--- config.mk ---
export PLATFORM = sky130hd
export DESIGN_NAME = mem_port_ctrl
export DESIGN_NICKNAME = d
export VERILOG_FILES = /design/src/common/wb_pkg.sv /design/src/verilog/mem_port_ctrl.sv
export SDC_FILE = /design/constraint.sdc
export NUM_CORES = 1
export LEC_CHECK = 0
export BUFFER_PORTS_ARGS = -buffer_cell sky130_fd_sc_hd__buf_2
export CORE_AREA = 2 2 66 68
export CTS_BUF_LIST = sky130_fd_sc_hd__clkbuf_16
export DETAILED_ROUTE_END_ITERATION = 7
export DIE_AREA = 0 0 68 70
export GPL_ROUTABILITY_DRIVEN = 0
export PLACE_DENSITY = 0.68
export SLEW_MARGIN = 10
export SYNTH_ARGS = -nofsm -noshare
export SYNTH_HDL_FRONTEND = slang
export SYNTH_SLANG_ARGS = --single-unit
--- constraint.sdc ---
create_clock -name cache_clk -period 2.3 [get_ports cache_clk]
set_input_delay 0.46 -clock cache_clk [delete_from_list [all_inputs] [get_ports cache_clk]]
set_output_delay 0.46 -clock cache_clk [all_outputs]
set_load 0.02 [all_outputs]
--- src/common/wb_pkg.sv ---
// Package with default widths, buffer depth and the memory port controller state type

package wb_pkg;

	////////////////////////////////////////
	// Default widths and depths
	////////////////////////////////////////

	// Width of one data word
	parameter int DATA_LENGTH_D = 32;

	// Word address width, small enough that memory covers it all
	parameter int TAG_LENGTH_D = 8;

	// Low address bits that pick a word in a line (four-word lines)
	parameter int WORD_INDEX_D = 2;

	// Write buffer entries, any value from 1 up
	parameter int WB_DEPTH_D = 4;

	////////////////////////////////////////
	// Memory port controller states
	////////////////////////////////////////

	// idle  : choose between a cache read and a drain
	// pop   : pull the head entry once no store is present
	// write : popped word goes to memory
	// read  : memory read issued, data follows next cycle
	typedef enum logic [1:0]
	{
		CTRL_IDLE  = 2'd0,
		CTRL_POP   = 2'd1,
		CTRL_WRITE = 2'd2,
		CTRL_READ  = 2'd3
	} ctrl_state_t;

endpackage
--- src/verilog/mem_port_ctrl.sv ---
// Memory port controller FSM arbitrating write buffer drain against cache read misses

module mem_port_ctrl
#(
	parameter int DATA_LENGTH = wb_pkg::DATA_LENGTH_D,
	parameter int TAG_LENGTH = wb_pkg::TAG_LENGTH_D,
	parameter int WORD_INDEX = wb_pkg::WORD_INDEX_D
)
(
	input logic cache_clk,
	input logic rst_n,
	input logic store,
	input logic wb_empty,
	input logic wb_full,
	input logic wb_read_tag_hit,
	input logic [TAG_LENGTH+DATA_LENGTH-1:0] wb_head,
	input logic rd_req,
	input logic [TAG_LENGTH-1:0] rd_addr,
	input logic [DATA_LENGTH-1:0] mem_rdata,
	output logic load,
	output logic [TAG_LENGTH-WORD_INDEX-1:0] read_tag_in,
	output logic mem_we,
	output logic mem_re,
	output logic [TAG_LENGTH-1:0] mem_addr,
	output logic [DATA_LENGTH-1:0] mem_wdata,
	output logic rd_valid,
	output logic [DATA_LENGTH-1:0] rd_data
);
	import wb_pkg::*;

	ctrl_state_t state;
	ctrl_state_t state_nxt;
	logic [TAG_LENGTH-1:0] head_tag;
	logic [DATA_LENGTH-1:0] head_data;
	logic drain_ok;
	logic read_ok;

	assign {head_tag, head_data} = wb_head;

	// Line of the pending read, looked up in the buffer
	assign read_tag_in = rd_addr[TAG_LENGTH-1:WORD_INDEX];

	// Never pop while a store may merge into the head
	assign drain_ok = !wb_empty && !store;

	// A same-cycle store could still hit the read's line, so it waits too.
	// rd_valid high means the request on rd_req has just been answered.
	assign read_ok = rd_req && !rd_valid && !store && !wb_read_tag_hit;

	////////////////////////////////////////
	// Next state
	////////////////////////////////////////

	always_comb
	begin
		state_nxt = state;
		case (state)
			CTRL_IDLE:
			begin
				// Read first, unless the buffer is full
				if (read_ok && !wb_full)
					state_nxt = CTRL_READ;
				else if (!wb_empty)
					state_nxt = CTRL_POP;
			end
			CTRL_POP:
			begin
				if (drain_ok)
					state_nxt = CTRL_WRITE;
			end
			CTRL_WRITE:
				state_nxt = CTRL_IDLE;
			CTRL_READ:
				state_nxt = CTRL_IDLE;
			default:
				state_nxt = CTRL_IDLE;
		endcase
	end

	always_ff @(posedge cache_clk or negedge rst_n)
	begin
		if (!rst_n)
		begin
			state <= CTRL_IDLE;
			rd_valid <= 1'b0;
		end
		else
		begin
			state <= state_nxt;
			// data cycle follows the read cycle
			rd_valid <= (state == CTRL_READ);
		end
	end

	////////////////////////////////////////
	// Memory and buffer side outputs
	////////////////////////////////////////

	assign load = (state == CTRL_POP) && drain_ok;
	assign mem_we = (state == CTRL_WRITE);
	assign mem_re = (state == CTRL_READ);
	assign mem_addr = (state == CTRL_WRITE) ? head_tag : rd_addr;
	assign mem_wdata = head_data;

	// Registered memory output is valid in the rd_valid cycle
	assign rd_data = mem_rdata;

endmodule

==> flow_summary_export.csv, run 1 <==
group,metric,value,unit
clock_network,ctsHoldBuffers,0,
logic_synthesis,synth-seq-area-share,9.74,%
logic_synthesis,synth_common_cells,"buf_4 (70), mux2_2 (8), dfrtp_1 (3)",
timing,slew_violations,0,
floorplan,die_y,70,um
timing,skew,2.05,ps
floorplan,die_w,68,um
timing,max_slew.worst_pin.slew,344,ps
global_route,antenna_found_initial,1,
detailed_routing,drt_first_pass_iters,2,
timing,finalCritPeriodShare,82.9,%
floorplan,die_area,0.00476,mm2
clock_network,cts.repair_timing.setup_buffer_count,0,
logic_synthesis,syn-num-nets,179,
timing,finalHoldViolCount,0,
logic_synthesis,ys.flop_type,"dfrtp_1",
logic_synthesis,yosys_warnings,0,
detailed_routing,wl_per_cell,12.0,um
clock_network,cts_resized,0,
timing,period_needed,1910,ps
global_route,met1_usage,2.94,%
timing,slew_headroom,76.7,%
outcome,status,"completed",
global_route,grt_max_degree,10,
logic_synthesis,synth_top_area_share,68.2,%
global_route,first_global_vias,407,
clock_network,clock-root-buffer,"clkbuf_16",
clock_network,clk_pin_slew,30,ps
detailed_routing,drt-total-wl,1420,um
global_route,grtUsageTotal,5.72,%
global_route,grt_pass1_wl,1890,um
detailed_routing,vias,425,
placement,dpl_cell_area,513,um2
logic_synthesis,syn-cell-area,771,um2
cells_and_area,antenna_cells,0,
floorplan,num_rows,24,
logic_synthesis,synth_edf_count,0,
power,leakage,0.299,nW
power,total_power,0.000455,W
cells_and_area,finish.instance_area,592,um2
setup_path,critPathKind,"flip-flop to output port",
clock_network,cts_sinks,3,
logic_synthesis,syn_avg_cell_area,8.38,um2
logic_synthesis,ys_async_sr_fraction,100,%
logic_synthesis,synth-seq-cells,3,
cells_and_area,num-fill-cells,473,
timing,setup_viol,0,
global_route,met2_usage,6.47,%
setup_path,worstPathRequired,1840,ps
clock_network,clock_path_buffers,2,
logic_synthesis,synth.most_common_cell,"buf_4",
logic_synthesis,synth_top_area_cell,"buf_4",
logic_synthesis,synth_area_leaders,"buf_4 (68%), mux2_2 (12%), dfrtp_1 (9.7%)",
timing,rsz0062_at_grt,"false",
job,cap_violations,0,
power,powerDensity,769,mW/mm2
cells_and_area,final_nets,154,
timing,setup_tns,0,ps
global_route,grt-busiest-layer,"met4",
clock_network,cts_tree,"yes",
setup_path,crit_fanout,9,
cells_and_area,syn_to_final_growth,-23.2,%
floorplan,ioPinCount,169,
setup_path,endpoint_kind,"output port",
clock_network,cts_htree_levels,1,
power,ir_drop,143,uV
detailed_routing,via_per_inst,3.60,
timing,timing.fmax,525,MHz
timing,whs,24.0,ps
floorplan,coreArea,0.00414,mm2
global_route,grt_overflow_total,0,
clock_network,cts_buffers,3,
logic_synthesis,syn_inst,92,
detailed_routing,drc_errors,0,
setup_path,cp-start-kind,"flip-flop",
logic_synthesis,yosysUniqueCellTypes,14,
hold_path,hold_class,"input port to asynchronous set/reset pin",
cells_and_area,drive_gt1_share,81.8,%
detailed_routing,drt_iter0_markers,11,
detailed_routing,postRouteAntennaNets,0,
global_route,grt_use_met3,6.92,%
floorplan,start_util,18.6,%
placement,portBuffers,40,
cells_and_area,fin_util,14.3,%
setup_path,cp.arrival,1450,ps
clock_network,clock_latency,220,ps
kinds of logic (layout without fill, tap and decap cells):
| group | count (synthesis) | count (layout) | share of synthesized area (%) |
|---|---|---|---|
| AOI/OAI and AO/OA | 3 | 3 | 2.27 |
| buffers and inverters | 71 | 45 | 68.8 |
| DFF | 3 | 3 | 9.74 |
| muxes | 8 | 8 | 11.7 |
| and+or+nand+nor | 7 | 7 | 7.47 |
placed cells by master, fill, tap and decap left out, drive strengths merged:
cell | synthesis | layout
o21ai | 1 | 1
mux2 | 8 | 8
or2 | 1 | 1
or4b | 1 | 1
nor4b | 1 | 1
buf | 71 | 41
o21a | 1 | 1
nor2 | 1 | 1
inv | 0 | 1
dfrtp | 3 | 3
a21oi | 1 | 1
nor2b | 1 | 1
and2 | 1 | 1
nor4 | 1 | 1
clkbuf | 0 | 3
layer usage:
layer | routed length (um) | share of wire (%)
met3 | 409 | 29
met1 | 327 | 23
met4 | 189 | 13
met5 | 0 | 0
met2 | 490 | 35
path summary, 6_finish.rpt:
path	start	endpoint	slack (ps)	cells after the start
worst min-delay path	rst_n	rd_valid$_DFF_PN0_	20	1
max in group asynchronous	rst_n	state[1]$_DFFE_PN0P_	2170	1
worst min register to register	state[1]$_DFFE_PN0P_	rd_valid$_DFF_PN0_	590	1
worst max-delay path	state[0]$_DFFE_PN0P_	mem_addr[2]	390	4
worst max register to register	rd_valid$_DFF_PN0_	state[1]$_DFFE_PN0P_	1070	3
min in group cache_clk	wb_empty	state[0]$_DFFE_PN0P_	560	3
critical path, stage by stage, from the launching register on:
cell and delay, ps:
dfrtp_1 420, nor2b_1 120, buf_4 180, mux2_2 340
buf_2 160
final cells by class:
cell class	instances	area, um2	share of cell area [%]
repair buffers	41	208	35.1
multi-input cells	18	165	27.9
flip-flops and latches	3	75.1	12.7
clock buffers	3	75.1	12.7
well taps	52	65.1	11.0
clock inverters	1	3.75	0.634
where the power goes:
part | internal [W] | leakage, nW | switching [W] | total [W]
combinational | 0.0000531 | 0.219 | 0.0000597 | 0.000113
sequential | 0.0000609 | 0.0382 | 0.00000914 | 0.0000700
clock | 0.000224 | 0.0423 | 0.0000480 | 0.000272
registers in the layout (all words and copies together), names as in the netlist:
name      cells
rd_valid      1
state         2
through the flow:
step | setup WS [ps] | cells
after floorplan | 572 | 92
after global routing | 303 | 118
after global placement | 643 | 114
after CTS | 379 | 118
final | 394 | 118
after detailed placement | 618 | 114
No activity file was read; power rests on OpenSTA's default activity.
==> inputs of run 2 (changes only) <==
--- a/config.mk
+++ b/config.mk
@@ -5,6 +5,7 @@
 export SDC_FILE = /design/constraint.sdc
 export NUM_CORES = 1
 export LEC_CHECK = 0
+export ABC_AREA = 1
 export BUFFER_PORTS_ARGS = -buffer_cell sky130_fd_sc_hd__buf_2
 export CORE_AREA = 2 2 66 68
 export CTS_BUF_LIST = sky130_fd_sc_hd__clkbuf_16
==> constraint.sdc (replaced) <==
create_clock -name cache_clk -period 1.8 [get_ports cache_clk]
set_input_delay 0.36 -clock cache_clk [delete_from_list [all_inputs] [get_ports cache_clk]]
set_output_delay 0.36 -clock cache_clk [all_outputs]
set_load 0.02 [all_outputs]
==> run 2 against run 1 <==
Net effect:
- register-to-register slack lost 130 ps
- utilization grew 0.51 points
- area after synthesis grew 1.8%
- hold slack gained 390 ps
- clock skew shrank 1.7 ps
- cell count grew 23%
- sequential power grew 54%
- global-route usage grew 1.4 points
- critical path depth grew 2
- critical path type unchanged
- critical endpoint is now mem_addr[6]
- largest cell class unchanged
==> flow_summary_export.csv, run 2 <==
group,metric,value,unit
timing,setup_tns,0,ps
setup_path,slowest_stage,"dfrtp_1",
setup_path,r2r-start,"state[1]$_DFFE_PN0P_",
logic_synthesis,yosys_warnings,0,
setup_path,critPathTopFamily,"flip-flops",
cells_and_area,largest_register_ffs,2,
clock_network,cts.repair_timing.setup_buffer_count,0,
clock_network,cts_htree_levels,1,
placement,place_inst,140,
clock_network,clk_pin_slew,30,ps
detailed_routing,drt_first_pass_iters,3,
detailed_routing,drt-total-wl,1780,um
clock_network,cts_buffers,3,
detailed_routing,postRouteAntennaNets,0,
clock_network,clock-root-buffer,"clkbuf_16",
setup_path,worstPathRequired,1440,ps
logic_synthesis,synth_area_leaders,"buf_4 (67%), nand2_1 (15%), dfrtp_1 (9.6%)",
power,ir_drop,931,uV
detailed_routing,vias,512,
global_route,grtUsageTotal,7.11,%
placement,dpl.hpwl,1510,um
setup_path,critPathKind,"flip-flop to output port",
floorplan,die_w,68,um
detailed_routing,drt_iter0_markers,8,
clock_network,clock_latency,220,ps
cells_and_area,fin_util,14.8,%
cells_and_area,reg_top3,"state (2), rd_valid (1)",
logic_synthesis,yosysUniqueCellTypes,10,
logic_synthesis,synth-seq-cells,3,
floorplan,die_area,0.00476,mm2
logic_synthesis,ys.flop_type,"dfrtp_1",
setup_path,reg2reg_to,"state[0]$_DFFE_PN0P_",
clock_network,cts_tree,"yes",
setup_path,crit_fanout,9,
timing,skew,0.390,ps
clock_network,clock_path_buffers,2,
cells_and_area,drive_gt1_share,50.5,%
logic_synthesis,syn-num-nets,205,
timing,timing.fmax,644,MHz
floorplan,coreArea,0.00414,mm2
outcome,status,"completed",
logic_synthesis,ys_async_sr_fraction,100,%
setup_path,endpoint,"mem_addr[6]",
cells_and_area,final_nets,181,
timing,rsz0062_at_grt,"false",
setup_path,startpoint,"state[0]$_DFFE_PN0P_",
floorplan,ioPinCount,169,
timing,finalCritPeriodShare,86.2,%
placement,portBuffers,40,
clock_network,cts_resized,0,
cells_and_area,instances_no_fill,145,
detailed_routing,wl_per_cell,12.3,um
timing,period_needed,1550,ps
logic_synthesis,synth.most_common_cell,"buf_4",
power,powerDensity,1190,mW/mm2
timing,slew_violations,0,
cells_and_area,layout_common_cells,"buf_2 (40), nand2_1 (31), nor2_1 (5)",
global_route,first_global_vias,479,
logic_synthesis,syn_inst,118,
setup_path,cp-start-kind,"flip-flop",
logic_synthesis,synth-seq-area-share,9.57,%
setup_path,crit_cells,6,
setup_path,path_cells,"inv_2, nand2_4, inv_6, nand2_1, nand2_1, buf_2",
timing,whs,416,ps
job,cap_violations,0,
setup_path,endpoint_kind,"output port",
setup_path,reg2reg_depth,5,
clock_network,cts_sinks,3,
power,leakage,0.391,nW
setup_path,critical_path_buf_inv_count,3,
logic_synthesis,synth_top_area_cell,"buf_4",
floorplan,die_y,70,um
cells_and_area,antenna_cells,0,
global_route,grt_max_degree,10,
global_route,antenna_found_initial,0,
logic_synthesis,syn_avg_cell_area,6.65,um2
logic_synthesis,synth_common_cells,"buf_4 (70), nand2_1 (31), nor2_1 (5)",
timing,slew_headroom,86.3,%
floorplan,num_rows,24,
logic_synthesis,synth_edf_count,0,
cells_and_area,regMostFlops,"state",
detailed_routing,drc_errors,0,
logic_synthesis,synth_top_area_share,67.0,%
timing,finalHoldViolCount,0,
timing,setup_viol,0,
setup_path,reg2reg_slack,940,ps
global_route,grt_pass1_wl,2390,um
setup_path,crit_top_cell,"nand2_1",
timing,max_slew.worst_pin.slew,204,ps
global_route,grt_overflow_total,0,
cells_and_area,mostFrequentLayoutCell,"buf_2",
cells_and_area,syn_to_final_growth,-21.9,%
setup_path,cp.arrival,1190,ps
logic_synthesis,syn-cell-area,785,um2
detailed_routing,via_per_inst,3.53,
setup_path,max_stage_delay,400,ps
hold_path,hold_class,"input port to flip-flop",
floorplan,start_util,18.9,%
run 2: cell count changes in the layout (fill, tap and decap cells not counted), moves of 2 or more:
cell,delta
mux2_2,-8
inv_1,+3
nand2_1,+31
inv_2,+2
nor2_1,+4
run 2: worst reg2reg max path, stage by stage, from the launching register on:
cell,delay (ps)
dfrtp_1,410
inv_2,80
nand2_1,60
nor2_1,90
nand2_1,70
nand2_1,80
run 2: layout make-up:
cell class | instances | area, um2
multi-input cells | 39 | 156
inverters | 6 | 27.5
clock buffers | 3 | 75.1
flip-flops and latches | 3 | 75.1
clock inverters | 1 | 3.75
fillers | 496 | 3530
repair buffers | 41 | 210
well taps | 52 | 65.1
run 2: power by group:
part / leakage [nW] / switching, W / internal (W)
combinational: 0.310 / 0.000178 / 0.0000957
clock: 0.0423 / 0.0000610 / 0.000286
sequential: 0.0389 / 0.0000202 / 0.0000875
run 2: cell families after synthesis:
logic type	after synthesis	synth area share [%]
buffers and inverters	76	70.5
flip-flops	3	9.57
AND/OR/NAND/NOR	39	19.9
run 2: per-stage QoR:
stage	worst slack (ps)	power, W	area [um2]
3_5_place_dp	457	0.000385	524
4_1_cts	218	0.000741	613
6_report	248	0.000729	613
2_1_floorplan	584	0.000502	785
5_1_grt	142	0.000779	613
3_3_place_gp	472	0.000382	524
run 2: metal layers:
| metal | vias up | track usage (%) | wire length, um |
|---|---|---|---|
| met2 | 49 | 10.8 | 813 |
| met5 | - | 0 | 0 |
| li1 | 230 | - | - |
| met3 | 20 | 4.03 | 363 |
| met1 | 213 | 5.81 | 475 |
| met4 | 0 | 8.00 | 130 |
run 2: how the worst min path moves through the flow:
stage / startpoint / to / slack (ps) / cells past startpoint
final: wb_full / state[1]$_DFFE_PN0P_ / 420 / 4
after global routing: wb_read_tag_hit / state[1]$_DFFE_PN0P_ / 460 / 4
after CTS: wb_full / state[1]$_DFFE_PN0P_ / 430 / 4
after detailed placement: rst_n / state[1]$_DFFE_PN0P_ / 160 / 1
after global placement: rst_n / rd_valid$_DFF_PN0_ / 160 / 1
after floorplan: rst_n / rd_valid$_DFF_PN0_ / 60 / 0
run 2: repair_timing:
item	CTS	global route
hold buffers	1	0
hold endpoints to repair	3	0
endpoints found under the setup margin	0	0
