[src/common/wb_pkg.sv]
// Package with default widths, buffer depth and the memory port controller state type

package wb_pkg;

	////////////////////////////////////////
	// Default widths and depths
	////////////////////////////////////////

	// Width of one data word
	parameter int DATA_LENGTH_D = 32;

	// Word address width, small enough that memory covers it all
	parameter int TAG_LENGTH_D = 8;

	// Low address bits that pick a word in a line (four-word lines)
	parameter int WORD_INDEX_D = 2;

	// Write buffer entries, any value from 1 up
	parameter int WB_DEPTH_D = 4;

	////////////////////////////////////////
	// Memory port controller states
	////////////////////////////////////////

	// idle  : choose between a cache read and a drain
	// pop   : pull the head entry once no store is present
	// write : popped word goes to memory
	// read  : memory read issued, data follows next cycle
	typedef enum logic [1:0]
	{
		CTRL_IDLE  = 2'd0,
		CTRL_POP   = 2'd1,
		CTRL_WRITE = 2'd2,
		CTRL_READ  = 2'd3
	} ctrl_state_t;

endpackage
[src/write_buffer/write_buffer.sv]
// Merging circular write buffer with store tag hit, line tag lookup and status flags

module write_buffer
#(
	parameter int DATA_LENGTH = wb_pkg::DATA_LENGTH_D,
	parameter int TAG_LENGTH = wb_pkg::TAG_LENGTH_D,
	parameter int WB_DEPTH = wb_pkg::WB_DEPTH_D,
	parameter int WORD_INDEX = wb_pkg::WORD_INDEX_D
)
(
	input logic cache_clk,
	input logic rst_n,
	input logic store,
	input logic load,
	input logic [TAG_LENGTH-1:0] tag_in,
	input logic [DATA_LENGTH-1:0] data_in,
	input logic [TAG_LENGTH-WORD_INDEX-1:0] read_tag_in,
	output logic [TAG_LENGTH+DATA_LENGTH-1:0] data_out,
	output logic full_flag,
	output logic empty_flag,
	output logic overflow_flag,
	output logic wb_read_tag_hit
);
	import wb_pkg::*;

	// Slot index width, kept at one bit for a single-entry buffer
	localparam int PTR_W = (WB_DEPTH > 1) ? $clog2(WB_DEPTH) : 1;
	localparam int LAST_SLOT = WB_DEPTH - 1;

	logic [TAG_LENGTH-1:0] tag_q [WB_DEPTH];
	logic [DATA_LENGTH-1:0] data_q [WB_DEPTH];
	logic [WB_DEPTH-1:0] valid;

	// Top bit of each pointer is the wrap bit
	logic [PTR_W:0] w_ptr;
	logic [PTR_W:0] r_ptr;
	logic [PTR_W-1:0] w_idx;
	logic [PTR_W-1:0] r_idx;
	logic [PTR_W-1:0] hit_idx;
	logic [PTR_W-1:0] wr_slot;
	logic hit;
	logic write_en;
	logic read_en;

	// Step a pointer, wrapping the index at WB_DEPTH and toggling the wrap bit
	function automatic logic [PTR_W:0] ptr_next(input logic [PTR_W:0] p);
		logic [PTR_W:0] n;
		if (p[PTR_W-1:0] == PTR_W'(LAST_SLOT))
			n = {~p[PTR_W], {PTR_W{1'b0}}};
		else
			n = p + 1'b1;
		return n;
	endfunction

	assign w_idx = w_ptr[PTR_W-1:0];
	assign r_idx = r_ptr[PTR_W-1:0];

	assign write_en = store && !full_flag;
	assign read_en = load && !empty_flag;

	// A merge overwrites the matching slot, a new tag takes the tail
	assign wr_slot = hit ? hit_idx : w_idx;

	////////////////////////////////////////
	// Pointers and valid bits
	////////////////////////////////////////

	always_ff @(posedge cache_clk or negedge rst_n)
	begin
		if (!rst_n)
		begin
			w_ptr <= '0;
			r_ptr <= '0;
			valid <= '0;
		end
		else
		begin
			// tail only moves for a store with no match
			if (write_en && !hit)
				w_ptr <= ptr_next(w_ptr);
			if (read_en)
				r_ptr <= ptr_next(r_ptr);
			if (write_en)
				valid[wr_slot] <= 1'b1;
			if (read_en)
				valid[r_idx] <= 1'b0;
		end
	end

	////////////////////////////////////////
	// Entry storage and head register
	////////////////////////////////////////

	always_ff @(posedge cache_clk)
	begin
		if (write_en)
		begin
			tag_q[wr_slot] <= tag_in;
			data_q[wr_slot] <= data_in;
		end
		// Head is sampled every edge, so a pop leaves it here
		data_out <= {tag_q[r_idx], data_q[r_idx]};
	end

	// Status flags
	assign full_flag = (w_idx == r_idx) && (w_ptr[PTR_W] != r_ptr[PTR_W]);
	assign empty_flag = (w_ptr == r_ptr);
	assign overflow_flag = full_flag && store;

	////////////////////////////////////////
	// Tag compares
	////////////////////////////////////////

	// Store tag against every valid entry
	always_comb
	begin
		hit = 1'b0;
		hit_idx = '0;
		for (int i = 0; i < WB_DEPTH; i++)
		begin
			if (valid[i] && (tag_q[i] == tag_in))
			begin
				hit = 1'b1;
				hit_idx = PTR_W'(i);
			end
		end
	end

	// Line part only, any pending word of the line counts
	always_comb
	begin
		wb_read_tag_hit = 1'b0;
		for (int i = 0; i < WB_DEPTH; i++)
		begin
			if (valid[i] && (tag_q[i][TAG_LENGTH-1:WORD_INDEX] == read_tag_in))
				wb_read_tag_hit = 1'b1;
		end
	end

endmodule

[config.mk]
export PLATFORM = sky130hd
export DESIGN_NAME = write_buffer
export DESIGN_NICKNAME = d
export VERILOG_FILES = /design/src/common/wb_pkg.sv /design/src/write_buffer/write_buffer.sv
export SDC_FILE = /design/constraint.sdc
export NUM_CORES = 1
export LEC_CHECK = 0
export BUFFER_PORTS_ARGS = -buffer_cell sky130_fd_sc_hd__buf_2
export CORE_MARGIN = 1.5
export CORE_UTILIZATION = 50
export CTS_CLUSTER_DIAMETER = 100
export DETAILED_ROUTE_END_ITERATION = 8
export MAX_ROUTING_LAYER = met4
export PLACE_DENSITY = 0.75
export SYNTH_ARGS = -nofsm -noshare
export SYNTH_HDL_FRONTEND = slang
export SYNTH_SLANG_ARGS = --single-unit
[constraint.sdc]
create_clock -name cache_clk -period 6.9 [get_ports cache_clk]
set_clock_uncertainty 0.05 [all_clocks]
set_input_delay 1.035 -clock cache_clk [delete_from_list [all_inputs] [get_ports cache_clk]]
set_output_delay 1.035 -clock cache_clk [all_outputs]
set_load 0.02 [all_outputs]
==> results.cfg, run 1 <==
[outcome]
status = finished clean

[floorplanning]
rows = 45
core-area_um2 = 15300
die_area_um2 = 16500
die_width_um = 129
start_util_pct = 51.4
io_pins = 94
die_height_um = 129

[power_and_ir_drop]
swShare_pct = 30.2
vdd.ir_drop.worst_uv = 274
clock_power_share_pct = 26.8
pwr_density_cell_nw_per_um2 = 449
power.combinational.fraction_pct = 25.7
cellInternalPower_mw = 2.91
share_seq_of_total_power_pct = 47.5
p_switching_mw = 1.26
static_leakage_nw = 3.26

[cells_and_area]
layout.cells.most_common_list = 160 x sky130_fd_sc_hd__edfxtp_1, 93 x sky130_fd_sc_hd__buf_2, 40 x sky130_fd_sc_hd__mux4_2, 40 x sky130_fd_sc_hd__xnor2_1, 40 x sky130_fd_sc_hd__dfxtp_1
layout_overhead_on_the_synthesized_area_pct = 17.8
mostFrequentLayoutCell = sky130_fd_sc_hd__edfxtp_1
post_route_cells_drive_above_1_share_pct = 35.9
n_antenna_cell = 0
final_nets = 555

[placed_design]
place.gp.congestion = 0.815
place.detailed.hpwl_mm = 8.59
buffer_ports.inserted = 93

[sta]
min_period_ns = 3.36
timing.fmax_mhz = 297
setup_repair_after_global_routing_missed_its_margin = false
finalCritPeriodShare_pct = 48.7
hold_ws_ns = 0.336
setup_viol_count_final = 0
max_slew.worst_pin.slew_ns = 1.08
maxSlewViolCount = 0
final-hold-violation-count = 0
slew_headroom_pct = 28.1
fin_setup_tns_ns = 0

[clock_tree]
cts-root-to-sink-buffers = 3
clock_tree.htree_level_count = 1
tritoncts = done
cts-root-buf = sky130_fd_sc_hd__clkbuf_16
cts.sinks = 210
post_cts.repair.setup_buffers = 0
clkSlewWorstSetupHoldPaths_ns = 0.06
cts-buffers-inserted = 22
cts_resized = 0
cts.hold.buffers_added = 0
clock_insertion_delay_worst_skew_ns = 0.50

[logic_synthesis]
ys_types = 40
post_synth_inst_count = 394
synth_top_family_by_area = multiplexers
netlist.top_cell.by_area = sky130_fd_sc_hd__edfxtp_1
post_synth_fa_ha_maj_area_fraction_pct = 0.794
synth_seq_area_share_pct = 74.3
postSynthNetCount = 449
yosys.area.top_type_share_pct = 61.0
synth.ff_latch_count = 210
post_synth_xor_area_fraction_pct = 6.78
yosys_warnings = 0
area_fraction_in_and_or_nand_and_nor_cells_after_synthesis_pct = 3.86
synthesized_cell_area_um2 = 7880
synthMuxAreaShare_pct = 11.7
syn-mean-instance-area_um2 = 20.0
synth_area_leaders = sky130_fd_sc_hd__edfxtp_1 61%, sky130_fd_sc_hd__mux4_2 11%, sky130_fd_sc_hd__dfxtp_1 10%, sky130_fd_sc_hd__xnor2_1 4.4%, sky130_fd_sc_hd__dfrtp_1 3.2%
synth_compound_area_share_pct = 1.40

[routing]
routed-via-count = 3888
first_iter_violations = 269
wirelength_mm = 14.1
post_drt_wl_per_cell_um = 19.4
route.detailed.vias_per_inst = 5.35
dr.pass1.iters = 4
drc = 0
drt.antenna.violating_nets = 0

[grt]
grt_first_pass_wirelength_mm = 22.1
gr-total-overflow = 0
grt_usage_pct = 18.3
via_count_of_the_first_global_routing_pass = 4109
grt_max_degree = 46
antenna_found_initial = 0

[setup_path]
critical_path_peak_fanout = 45
crit_path_end_kind = primary output
timing.critical_path.arrival_ns = 2.28
crit_required_ns = 5.81
setup.worst_path.class = flop to primary output
critPathLaunchType = flop

[worst_hold_path]
hold_path.class = input port to async pin

[flow_run]
timing.max_cap.violations = 0
[critical path: stages, from the launching register on]
cell and delay, ns:
sky130_fd_sc_hd__dfrtp_4 1.03, sky130_fd_sc_hd__xnor2_1 0.19, sky130_fd_sc_hd__and3_1 0.25, sky130_fd_sc_hd__and2_1 0.15
sky130_fd_sc_hd__buf_2 0.15
[area by class of cell]
type / instances / area, µm²
clock buffers: 31 / 614
inverters: 5 / 18.8
fillers: 1166 / 6030
repair buffers: 97 / 495
multi-input cells: 164 / 1940
flip-flops and latches: 210 / 5860
clock inverters: 9 / 83.8
well taps: 211 / 264
[stage by stage]
stage | area, µm² | setup WS [ns] | total power [mW] | utilization, % | cells
after floorplan | 7880 | 2.24 | 2.72 | - | 394
final | 9280 | 3.54 | 4.17 | 60.6 | 727
after CTS | 9280 | 3.42 | 4.22 | 60.6 | 727
after detailed placement | 8580 | 3.12 | 3.10 | 56.0 | 687
after global routing | 9280 | 3.26 | 4.37 | 60.6 | 727
after global placement | 8580 | 3.27 | 3.07 | 56.0 | 687
[state kept, by name, summed over array words and instances (netlist names)]
register	count
data_q	128
data_out	40
tag_q	32
valid	4
r_ptr	3
w_ptr	3
[kinds of logic (layout without fill, tap and decap cells)]
group / Yosys count / after routing
AOI/OAI and AO/OA: 12 / 12
buffers and inverters: 20 / 142
DFF: 210 / 210
and+or+nand+nor: 44 / 44
muxes: 42 / 42
xor gates and xnor gates: 61 / 61
adders and majority gates: 5 / 5
[worst paths after layout]
| kind | slack, ns | end | cells after the start | from |
|---|---|---|---|---|
| min in group cache_clk | 0.44 | r_ptr[2] | 1 | r_ptr[2] |
| worst max-delay path | 3.54 | overflow_flag | 4 | r_ptr[0] |
| worst min-delay path | 0.34 | r_ptr[1] | 1 | rst_n |
| worst max register to register | 3.54 | tag_q[1][2] | 6 | r_ptr[0] |
| max in group asynchronous | 6.25 | r_ptr[0] | 1 | rst_n |
| worst min register to register | 0.44 | r_ptr[2] | 1 | r_ptr[2] |
[routing by layer]
metal	vias to the layer above	global-route usage (%)	part of all wire, %
li1	1758	-	-
met1	1987	24.0	42
met2	111	30.0	50
met3	32	3.37	5.7
met4	0	4.63	2.0
met5	-	-	0
[power groups by stage]
stage,clock network [mW],registers [mW],logic (mW)
after global placement,0,1.99,1.08
final,1.12,1.98,1.07
after global routing,1.19,2.03,1.16
after CTS,1.14,1.99,1.10
after detailed placement,0,2.01,1.09
after floorplan,0,2.06,0.667
[cell usage after synthesis (all sizes together)]
cell type	instances
edfxtp	160
dfxtp	40
mux4	40
xnor2	40
xor2	21
dfrtp	10
nand4	9
clkbuf	8
buf	7
nand2	7
nor4	7
nand3	6
ha	5
inv	5
nor2	4
a2bb2oi	3
nor3	3
and2	2
mux2	2
o21ai	2
a21boi	1
a311o	1
a311oi	1
a32oi	1
and3	1
and4bb	1
nand2b	1
nor2b	1
o211a	1
o211ai	1
o31ai	1
or3	1
or4	1
Note: power is estimated with default switching activity, not from simulation.
==> run 2: changes to the inputs <==
Settings changed: ABC_AREA set to 1.
Clock period 6.9 ns to 3.2 ns, I/O delays scaled along.
==> run 2 against run 1 <==
  * Clock-buffer cell count is 9 lower
  * Clock power is 130% higher
  * Power is 130% higher
  * Sequential power is 110% higher
  * Hold slack worse by 0.22 ns
  * Final area is 4.7% higher
  * Register-to-register slack worse by 2.8 ns
==> results.cfg, run 2 <==
[sta]
setup_repair_after_global_routing_missed_its_margin = false
fin_setup_tns_ns = 0
max_slew.worst_pin.slew_ns = 0.891
final-hold-violation-count = 0
timing.fmax_mhz = 398
setup_viol_count_final = 0
slew_headroom_pct = 40.6
maxSlewViolCount = 0
finalCritPeriodShare_pct = 78.5
min_period_ns = 2.51

[logic_synthesis]
ys_types = 30
syn-mean-instance-area_um2 = 11.8
yosys_warnings = 0
synthesized_cell_area_um2 = 8200
netlist.top_cell.by_area = sky130_fd_sc_hd__edfxtp_1
synth_area_leaders = sky130_fd_sc_hd__edfxtp_1 59%, sky130_fd_sc_hd__dfxtp_1 9.8%, sky130_fd_sc_hd__o21ai_0 5.0%, sky130_fd_sc_hd__nor2_1 4.3%, sky130_fd_sc_hd__nand2_1 4.0%
yosys.area.top_type_share_pct = 58.6
synth_seq_area_share_pct = 71.4
synthArstFlopShare_pct = 4.76
synth.top_cells.by_count = 160 x sky130_fd_sc_hd__edfxtp_1, 93 x sky130_fd_sc_hd__nor2_1, 87 x sky130_fd_sc_hd__nand2_1, 82 x sky130_fd_sc_hd__o21ai_0, 46 x sky130_fd_sc_hd__inv_1
postSynthNetCount = 751
synth-edff-count = 160
synthMostInstantiatedCell = sky130_fd_sc_hd__edfxtp_1
post_synth_inst_count = 696
synth.ff_latch_count = 210
synth_flop_cell = sky130_fd_sc_hd__edfxtp_1

[power_and_ir_drop]
power.combinational.fraction_pct = 30.0
vdd.ir_drop.worst_uv = 655
swShare_pct = 35.1
cellInternalPower_mw = 6.18
clock_power_share_pct = 27.0
p_switching_mw = 3.35
static_leakage_nw = 3.78
pwr_density_cell_nw_per_um2 = 981
share_seq_of_total_power_pct = 43.0

[worst_hold_path]
hold_path.class = input port to flop
worstHoldStart = data_in[25]
min_to = data_q[3][25]
hold_path_depth = 1

[setup_path]
crit_required_ns = 2.67
launching_point_of_the_worst_reg2reg_path = tag_q[0][5]
timing.critical_path.arrival_ns = 1.98
critPathLaunchType = flop
ff2ff_path_depth = 12
r2r_endpoint = data_q[3][31]
crit_path_end_kind = primary output
worstSetupStartpoint = tag_q[2][2]
critical_path_peak_fanout = 5
worst-r2r-setup-slack_ns = 0.78
setup.worst_path.class = flop to primary output

[routing]
drc = 0
route.detailed.vias_per_inst = 5.41
dr.pass1.iters = 5
post_drt_wl_per_cell_um = 17.7
first_iter_violations = 396
wirelength_mm = 18.2
drt.antenna.violating_nets = 0
routed-via-count = 5581

[clock_tree]
cts-buffers-inserted = 22
clock_insertion_delay_worst_skew_ns = 0.53
cts_resized = 0
tritoncts = done
clock_tree.htree_level_count = 1
cts.sinks = 210
cts-root-to-sink-buffers = 3
clkSlewWorstSetupHoldPaths_ns = 0.07
cts-root-buf = sky130_fd_sc_hd__clkbuf_16

[flow_run]
timing.max_cap.violations = 0

[floorplanning]
io_pins = 94
die_width_um = 131
rows = 46
core-area_um2 = 15900
die_height_um = 131
start_util_pct = 51.4
die_area_um2 = 17200

[placed_design]
placement.cell_area_um2 = 8960
buffer_ports.inserted = 93
place.detailed.hpwl_mm = 11.5
place.gp.congestion = 0.920

[cells_and_area]
post_route_cells_drive_above_1_share_pct = 20.5
registers_with_the_highest_flip_flop_counts = data_q x128, data_out x40, tag_q x32
regMostFlops = data_q
final_instance_area_um2 = 9710
fillers = 1270
final_nets = 852
largest_register_ffs = 128
layout.cells.most_common_list = 160 x sky130_fd_sc_hd__edfxtp_1, 93 x sky130_fd_sc_hd__nor2_1, 93 x sky130_fd_sc_hd__buf_2
mostFrequentLayoutCell = sky130_fd_sc_hd__edfxtp_1
layout_overhead_on_the_synthesized_area_pct = 18.5

[grt]
grt_usage_pct = 22.7
gr-total-overflow = 0
antenna_found_initial = 0
grt_max_degree = 93
grt_first_pass_wirelength_mm = 28.6
via_count_of_the_first_global_routing_pass = 5373

[outcome]
status = finished clean
==> run 2: changes by cell type in the layout (fill, tap and decap cells not counted), sizes merged, moves of 18 or more <==
cell   change
nor2      +99
o21ai     +91
nand2     +83
inv       +49
mux4      -40
o22ai     +38
xnor2     -30
a21oi     +29
xor2      -18
==> run 2: kinds of logic after synthesis <==
family,Yosys count,share of synthesized area [%]
compound gates,171,11.5
xor+xnor,13,1.39
fa+ha+maj,5,0.763
buf+inv,82,3.79
flops,210,71.4
simple gates,215,11.2
==> run 2: cell type report <==
class                           count  area (µm²)  share of cell area [%]
Antenna cell                        2        5.00                  0.0515
Clock buffer                       22         551                    5.67
Sequential cell                   210        5860                    60.3
Multi-Input combinational cell    404        2030                    20.9
Tap cell                          216         270                    2.78
Timing Repair Buffer              104         601                    6.18
Clock inverter                     18         190                    1.96
Inverter                           55         206                    2.13
==> run 2: power by group through the flow <==
stage	Clock [mW]	Sequential, mW	Combinational, mW
final	2.57	4.10	2.86
after global routing	2.72	4.17	3.20
after CTS	2.61	4.10	2.91
after detailed placement	0	4.14	2.89
after global placement	0	4.13	2.84
after floorplan	0	4.42	1.55
==> run 2: worst max-delay path by stage <==
| stage | endpoint | slack [ns] | depth (start not counted) |
|---|---|---|---|
| 3_3_place_gp | data_q[3][27] | 0.60 | 12 |
| 5_1_grt | data_q[3][31] | 0.51 | 12 |
| 6_report | wb_read_tag_hit | 0.69 | 6 |
| 2_1_floorplan | data_q[2][0] | 0.70 | 10 |
| 3_5_place_dp | data_q[0][27] | 0.58 | 14 |
| 4_1_cts | wb_read_tag_hit | 0.70 | 5 |
==> run 2: metrics by stage <==
| step | hold WS [ns] | instances | util [%] | setup WS (ns) | total power, mW |
|---|---|---|---|---|---|
| 6_report | 0.118 | 1031 | 60.9 | 0.689 | 9.53 |
| 5_1_grt | 0.113 | 1029 | 60.9 | 0.511 | 10.1 |
| 4_1_cts | 0.102 | 1029 | 60.9 | 0.696 | 9.61 |
| 3_5_place_dp | 0.309 | 988 | 56.2 | 0.575 | 7.03 |
| 3_3_place_gp | 0.300 | 988 | 56.2 | 0.596 | 6.97 |
| 2_1_floorplan | 0.134 | 696 | - | 0.699 | 5.97 |
==> run 2: critical path: stages, from the launching register on <==
cell                        delay (ns)
sky130_fd_sc_hd__edfxtp_1         0.50
sky130_fd_sc_hd__a21oi_1          0.19
sky130_fd_sc_hd__o2111ai_1        0.12
sky130_fd_sc_hd__nor4_1           0.27
sky130_fd_sc_hd__nor2_1           0.09
sky130_fd_sc_hd__o211ai_1         0.10
sky130_fd_sc_hd__buf_2            0.19
==> run 2: layer usage <==
metal  up-vias  part of all wire [%]  global-route usage (%)
met5         -                     0                       -
met4         0                   2.5                    6.01
met3        34                   6.7                    4.07
met2       218                    47                    35.2
met1      2667                    44                    31.1
li1       2662                     -                       -
==> run 2: timing repair <==
action	4_1_cts	5_1_grt
hold buffers	1	0
setup buffers	0	0
endpoints found under the hold margin	10	0
==> run 3: changes to the inputs <==
Settings changed: PLACE_DENSITY 0.75 to 0.78.
Clock period 3.2 ns to 2.1 ns, I/O delays scaled along.
==> run 3 against run 2 <==
  * The run now ends with negative setup slack left
  * Critical endpoint is now data_q[2][27]
  * First-iteration DRC count rose by 68%
  * Combinational power rose by 100%
  * Highest routed layer unchanged
  * Sequential share of layout area fell by 7.3 points
  * Critical path depth rose by 7
  * Setup slack got worse by 0.95 ns
  * Largest cell class unchanged
==> results.cfg, run 3 (synthesized netlist as in run 2, its figures left out) <==
[setup_path]
r2r_endpoint = data_q[2][27]
timing.critical_path.slowest_cell_delay_ns = 0.44
worst-r2r-setup-slack_ns = -0.26
cp_cell_sequence = buf_6, nand2_4, nand2_2, nor2_2, nand3_2, nor2_4, nor2_4, nand2_4, buf_6, nand4_1, clkinvlp_4, buf_12, clkbuf_16
timing.critical_path.arrival_ns = 2.51
ff2ff_path_depth = 13
worst-path-buf-inv = 5
critPathLaunchType = flop
critical_path.top_delay_family = simple AND/OR/NAND/NOR gates
crit_required_ns = 2.26
worst-path-stages = 13
launching_point_of_the_worst_reg2reg_path = tag_q[2][7]
setup.worst_path.class = flop to flop
slowest_stage = sky130_fd_sc_hd__edfxtp_1
crit_path_end_kind = flop
critical_path_peak_fanout = 8

[sta]
slew_headroom_pct = 52.3
timing.fmax_mhz = 424
setup_viol_count_final = 161
hold_ws_ns = 0.0159
finalCritPeriodShare_pct = 112
timing.final.ws_setup_ns = -0.258
setup_repair_after_global_routing_missed_its_margin = true
min_period_ns = 2.36
final-hold-violation-count = 0
maxSlewViolCount = 0
max_slew.worst_pin.slew_ns = 0.715

[outcome]
failed_checks = negative setup slack
status = complete, but fails checks

[routing]
drc = 0
first_iter_violations = 666
routed-via-count = 6238
dr.pass1.iters = 5
drt.antenna.violating_nets = 0
post_drt_wl_per_cell_um = 19.4
route.detailed.vias_per_inst = 5.51
wirelength_mm = 22.0

[grt]
met3_usage_grt_pct = 3.01
grt_usage_pct = 24.0
gr-total-overflow = 0
antenna_found_initial = 1
layer_with_the_highest_usage = met2
via_count_of_the_first_global_routing_pass = 5868
gr-usage-met2_pct = 39.0
grt_first_pass_wirelength_mm = 30.2
grt_max_degree = 70
grt_util_met1_pct = 31.4

[worst_hold_path]
hold_path.class = input port to flop
worstHoldStart = data_in[25]
min_to = data_q[1][25]
hold_path_depth = 1

[cells_and_area]
registers_with_the_highest_flip_flop_counts = data_q x128, data_out x40, tag_q x32
fillers = 1014
final_instance_area_um2 = 11000
final_nets = 955
mostFrequentLayoutCell = sky130_fd_sc_hd__edfxtp_1
largest_register_ffs = 128
layout.cells.most_common_list = 160 x sky130_fd_sc_hd__edfxtp_1, 91 x sky130_fd_sc_hd__nor2_1, 91 x sky130_fd_sc_hd__buf_2
layout_overhead_on_the_synthesized_area_pct = 34.8
area_taken_by_multi_input_logic_gates_um2 = 2180
post_route_cells_drive_above_1_share_pct = 29.5
regMostFlops = data_q
seq_area_um2 = 5860

[placed_design]
buffer_ports.inserted = 93
placement.cell_area_um2 = 9430
place.gp.congestion = 0.916
place.detailed.hpwl_mm = 12.2

[floorplanning]
core-area_um2 = 15900
rows = 46
io_pins = 94
die_width_um = 131
die_area_um2 = 17200
start_util_pct = 51.4
die_height_um = 131

[power_and_ir_drop]
static_leakage_nw = 4.36
vdd.ir_drop.worst_uv = 1090
pwr_density_cell_nw_per_um2 = 1450

[clock_tree]
cts-root-buf = sky130_fd_sc_hd__clkbuf_16
cts-root-to-sink-buffers = 3
clock_insertion_delay_worst_skew_ns = 0.50
tritoncts = done
cts.sinks = 210
clkSlewWorstSetupHoldPaths_ns = 0.06
cts-buffers-inserted = 22
clock_tree.htree_level_count = 1

[flow_run]
timing.max_cap.violations = 0
run 3: metal layers:
layer  part of all wire (%)  wire length (µm)
met5                      0                 0
met4                    2.3               503
met3                    7.0              1540
met2                     49             10800
met1                     42              9130
run 3: cell type report:
type	count	share of cell area, %
Antenna cell	1	0.0227
Tap cell	216	2.45
Inverter	55	2.03
Clock inverter	7	0.861
Multi-Input combinational cell	404	19.8
Sequential cell	210	53.0
Timing Repair Buffer	207	15.8
Clock buffer	33	6.00
run 3: worst max-delay path by stage:
stage                startpoint         endpoint  slack (ns)
detailed placement    tag_in[5]    data_q[3][14]       -0.06
floorplan              r_ptr[1]     data_q[0][0]       -0.14
finish              tag_q[2][7]    data_q[2][27]       -0.26
CTS                 tag_q[3][3]  wb_read_tag_hit       -0.16
global route        tag_q[2][7]    data_q[2][20]       -0.31
global placement      tag_in[5]    data_q[3][14]       -0.02
run 3: worst register-to-register path, delay by kind of cell, from the launching register on:
family / cells / cell delay, ns
buf+inv: 5 / 0.74
flops: 1 / 0.44
simple gates: 8 / 0.85
run 3: what timing repair did:
action / in CTS / in global routing
resized for setup: 15 / 30
setup buffers: 10 / 11
endpoints found under the setup margin: 23 / 162
hold endpoints to repair: 124 / 0
hold buffers: 31 / 0
pin swaps: 15 / 10
cloned: 2 / 8
run 3: stage by stage:
step | instances | TNS [ns] | setup WS, ns | power [mW] | utilization, %
finish | 1133 | -28.59 | -0.258 | 16.0 | 69.3
global route | 1133 | -40.40 | -0.315 | 16.7 | 69.3
CTS | 1115 | -6.10 | -0.157 | 15.4 | 67.2
detailed placement | 1032 | -4.57 | -0.0604 | 11.2 | 59.1
global placement | 1032 | -0.592 | -0.0167 | 11.1 | 59.1
floorplan | 696 | -18.53 | -0.141 | 9.23 | -
run 3: where the power goes:
group	switching, mW	total, mW	internal, mW
Combinational	3.65	5.81	2.16
Clock	1.55	3.98	2.44
Sequential	0.446	6.24	5.79
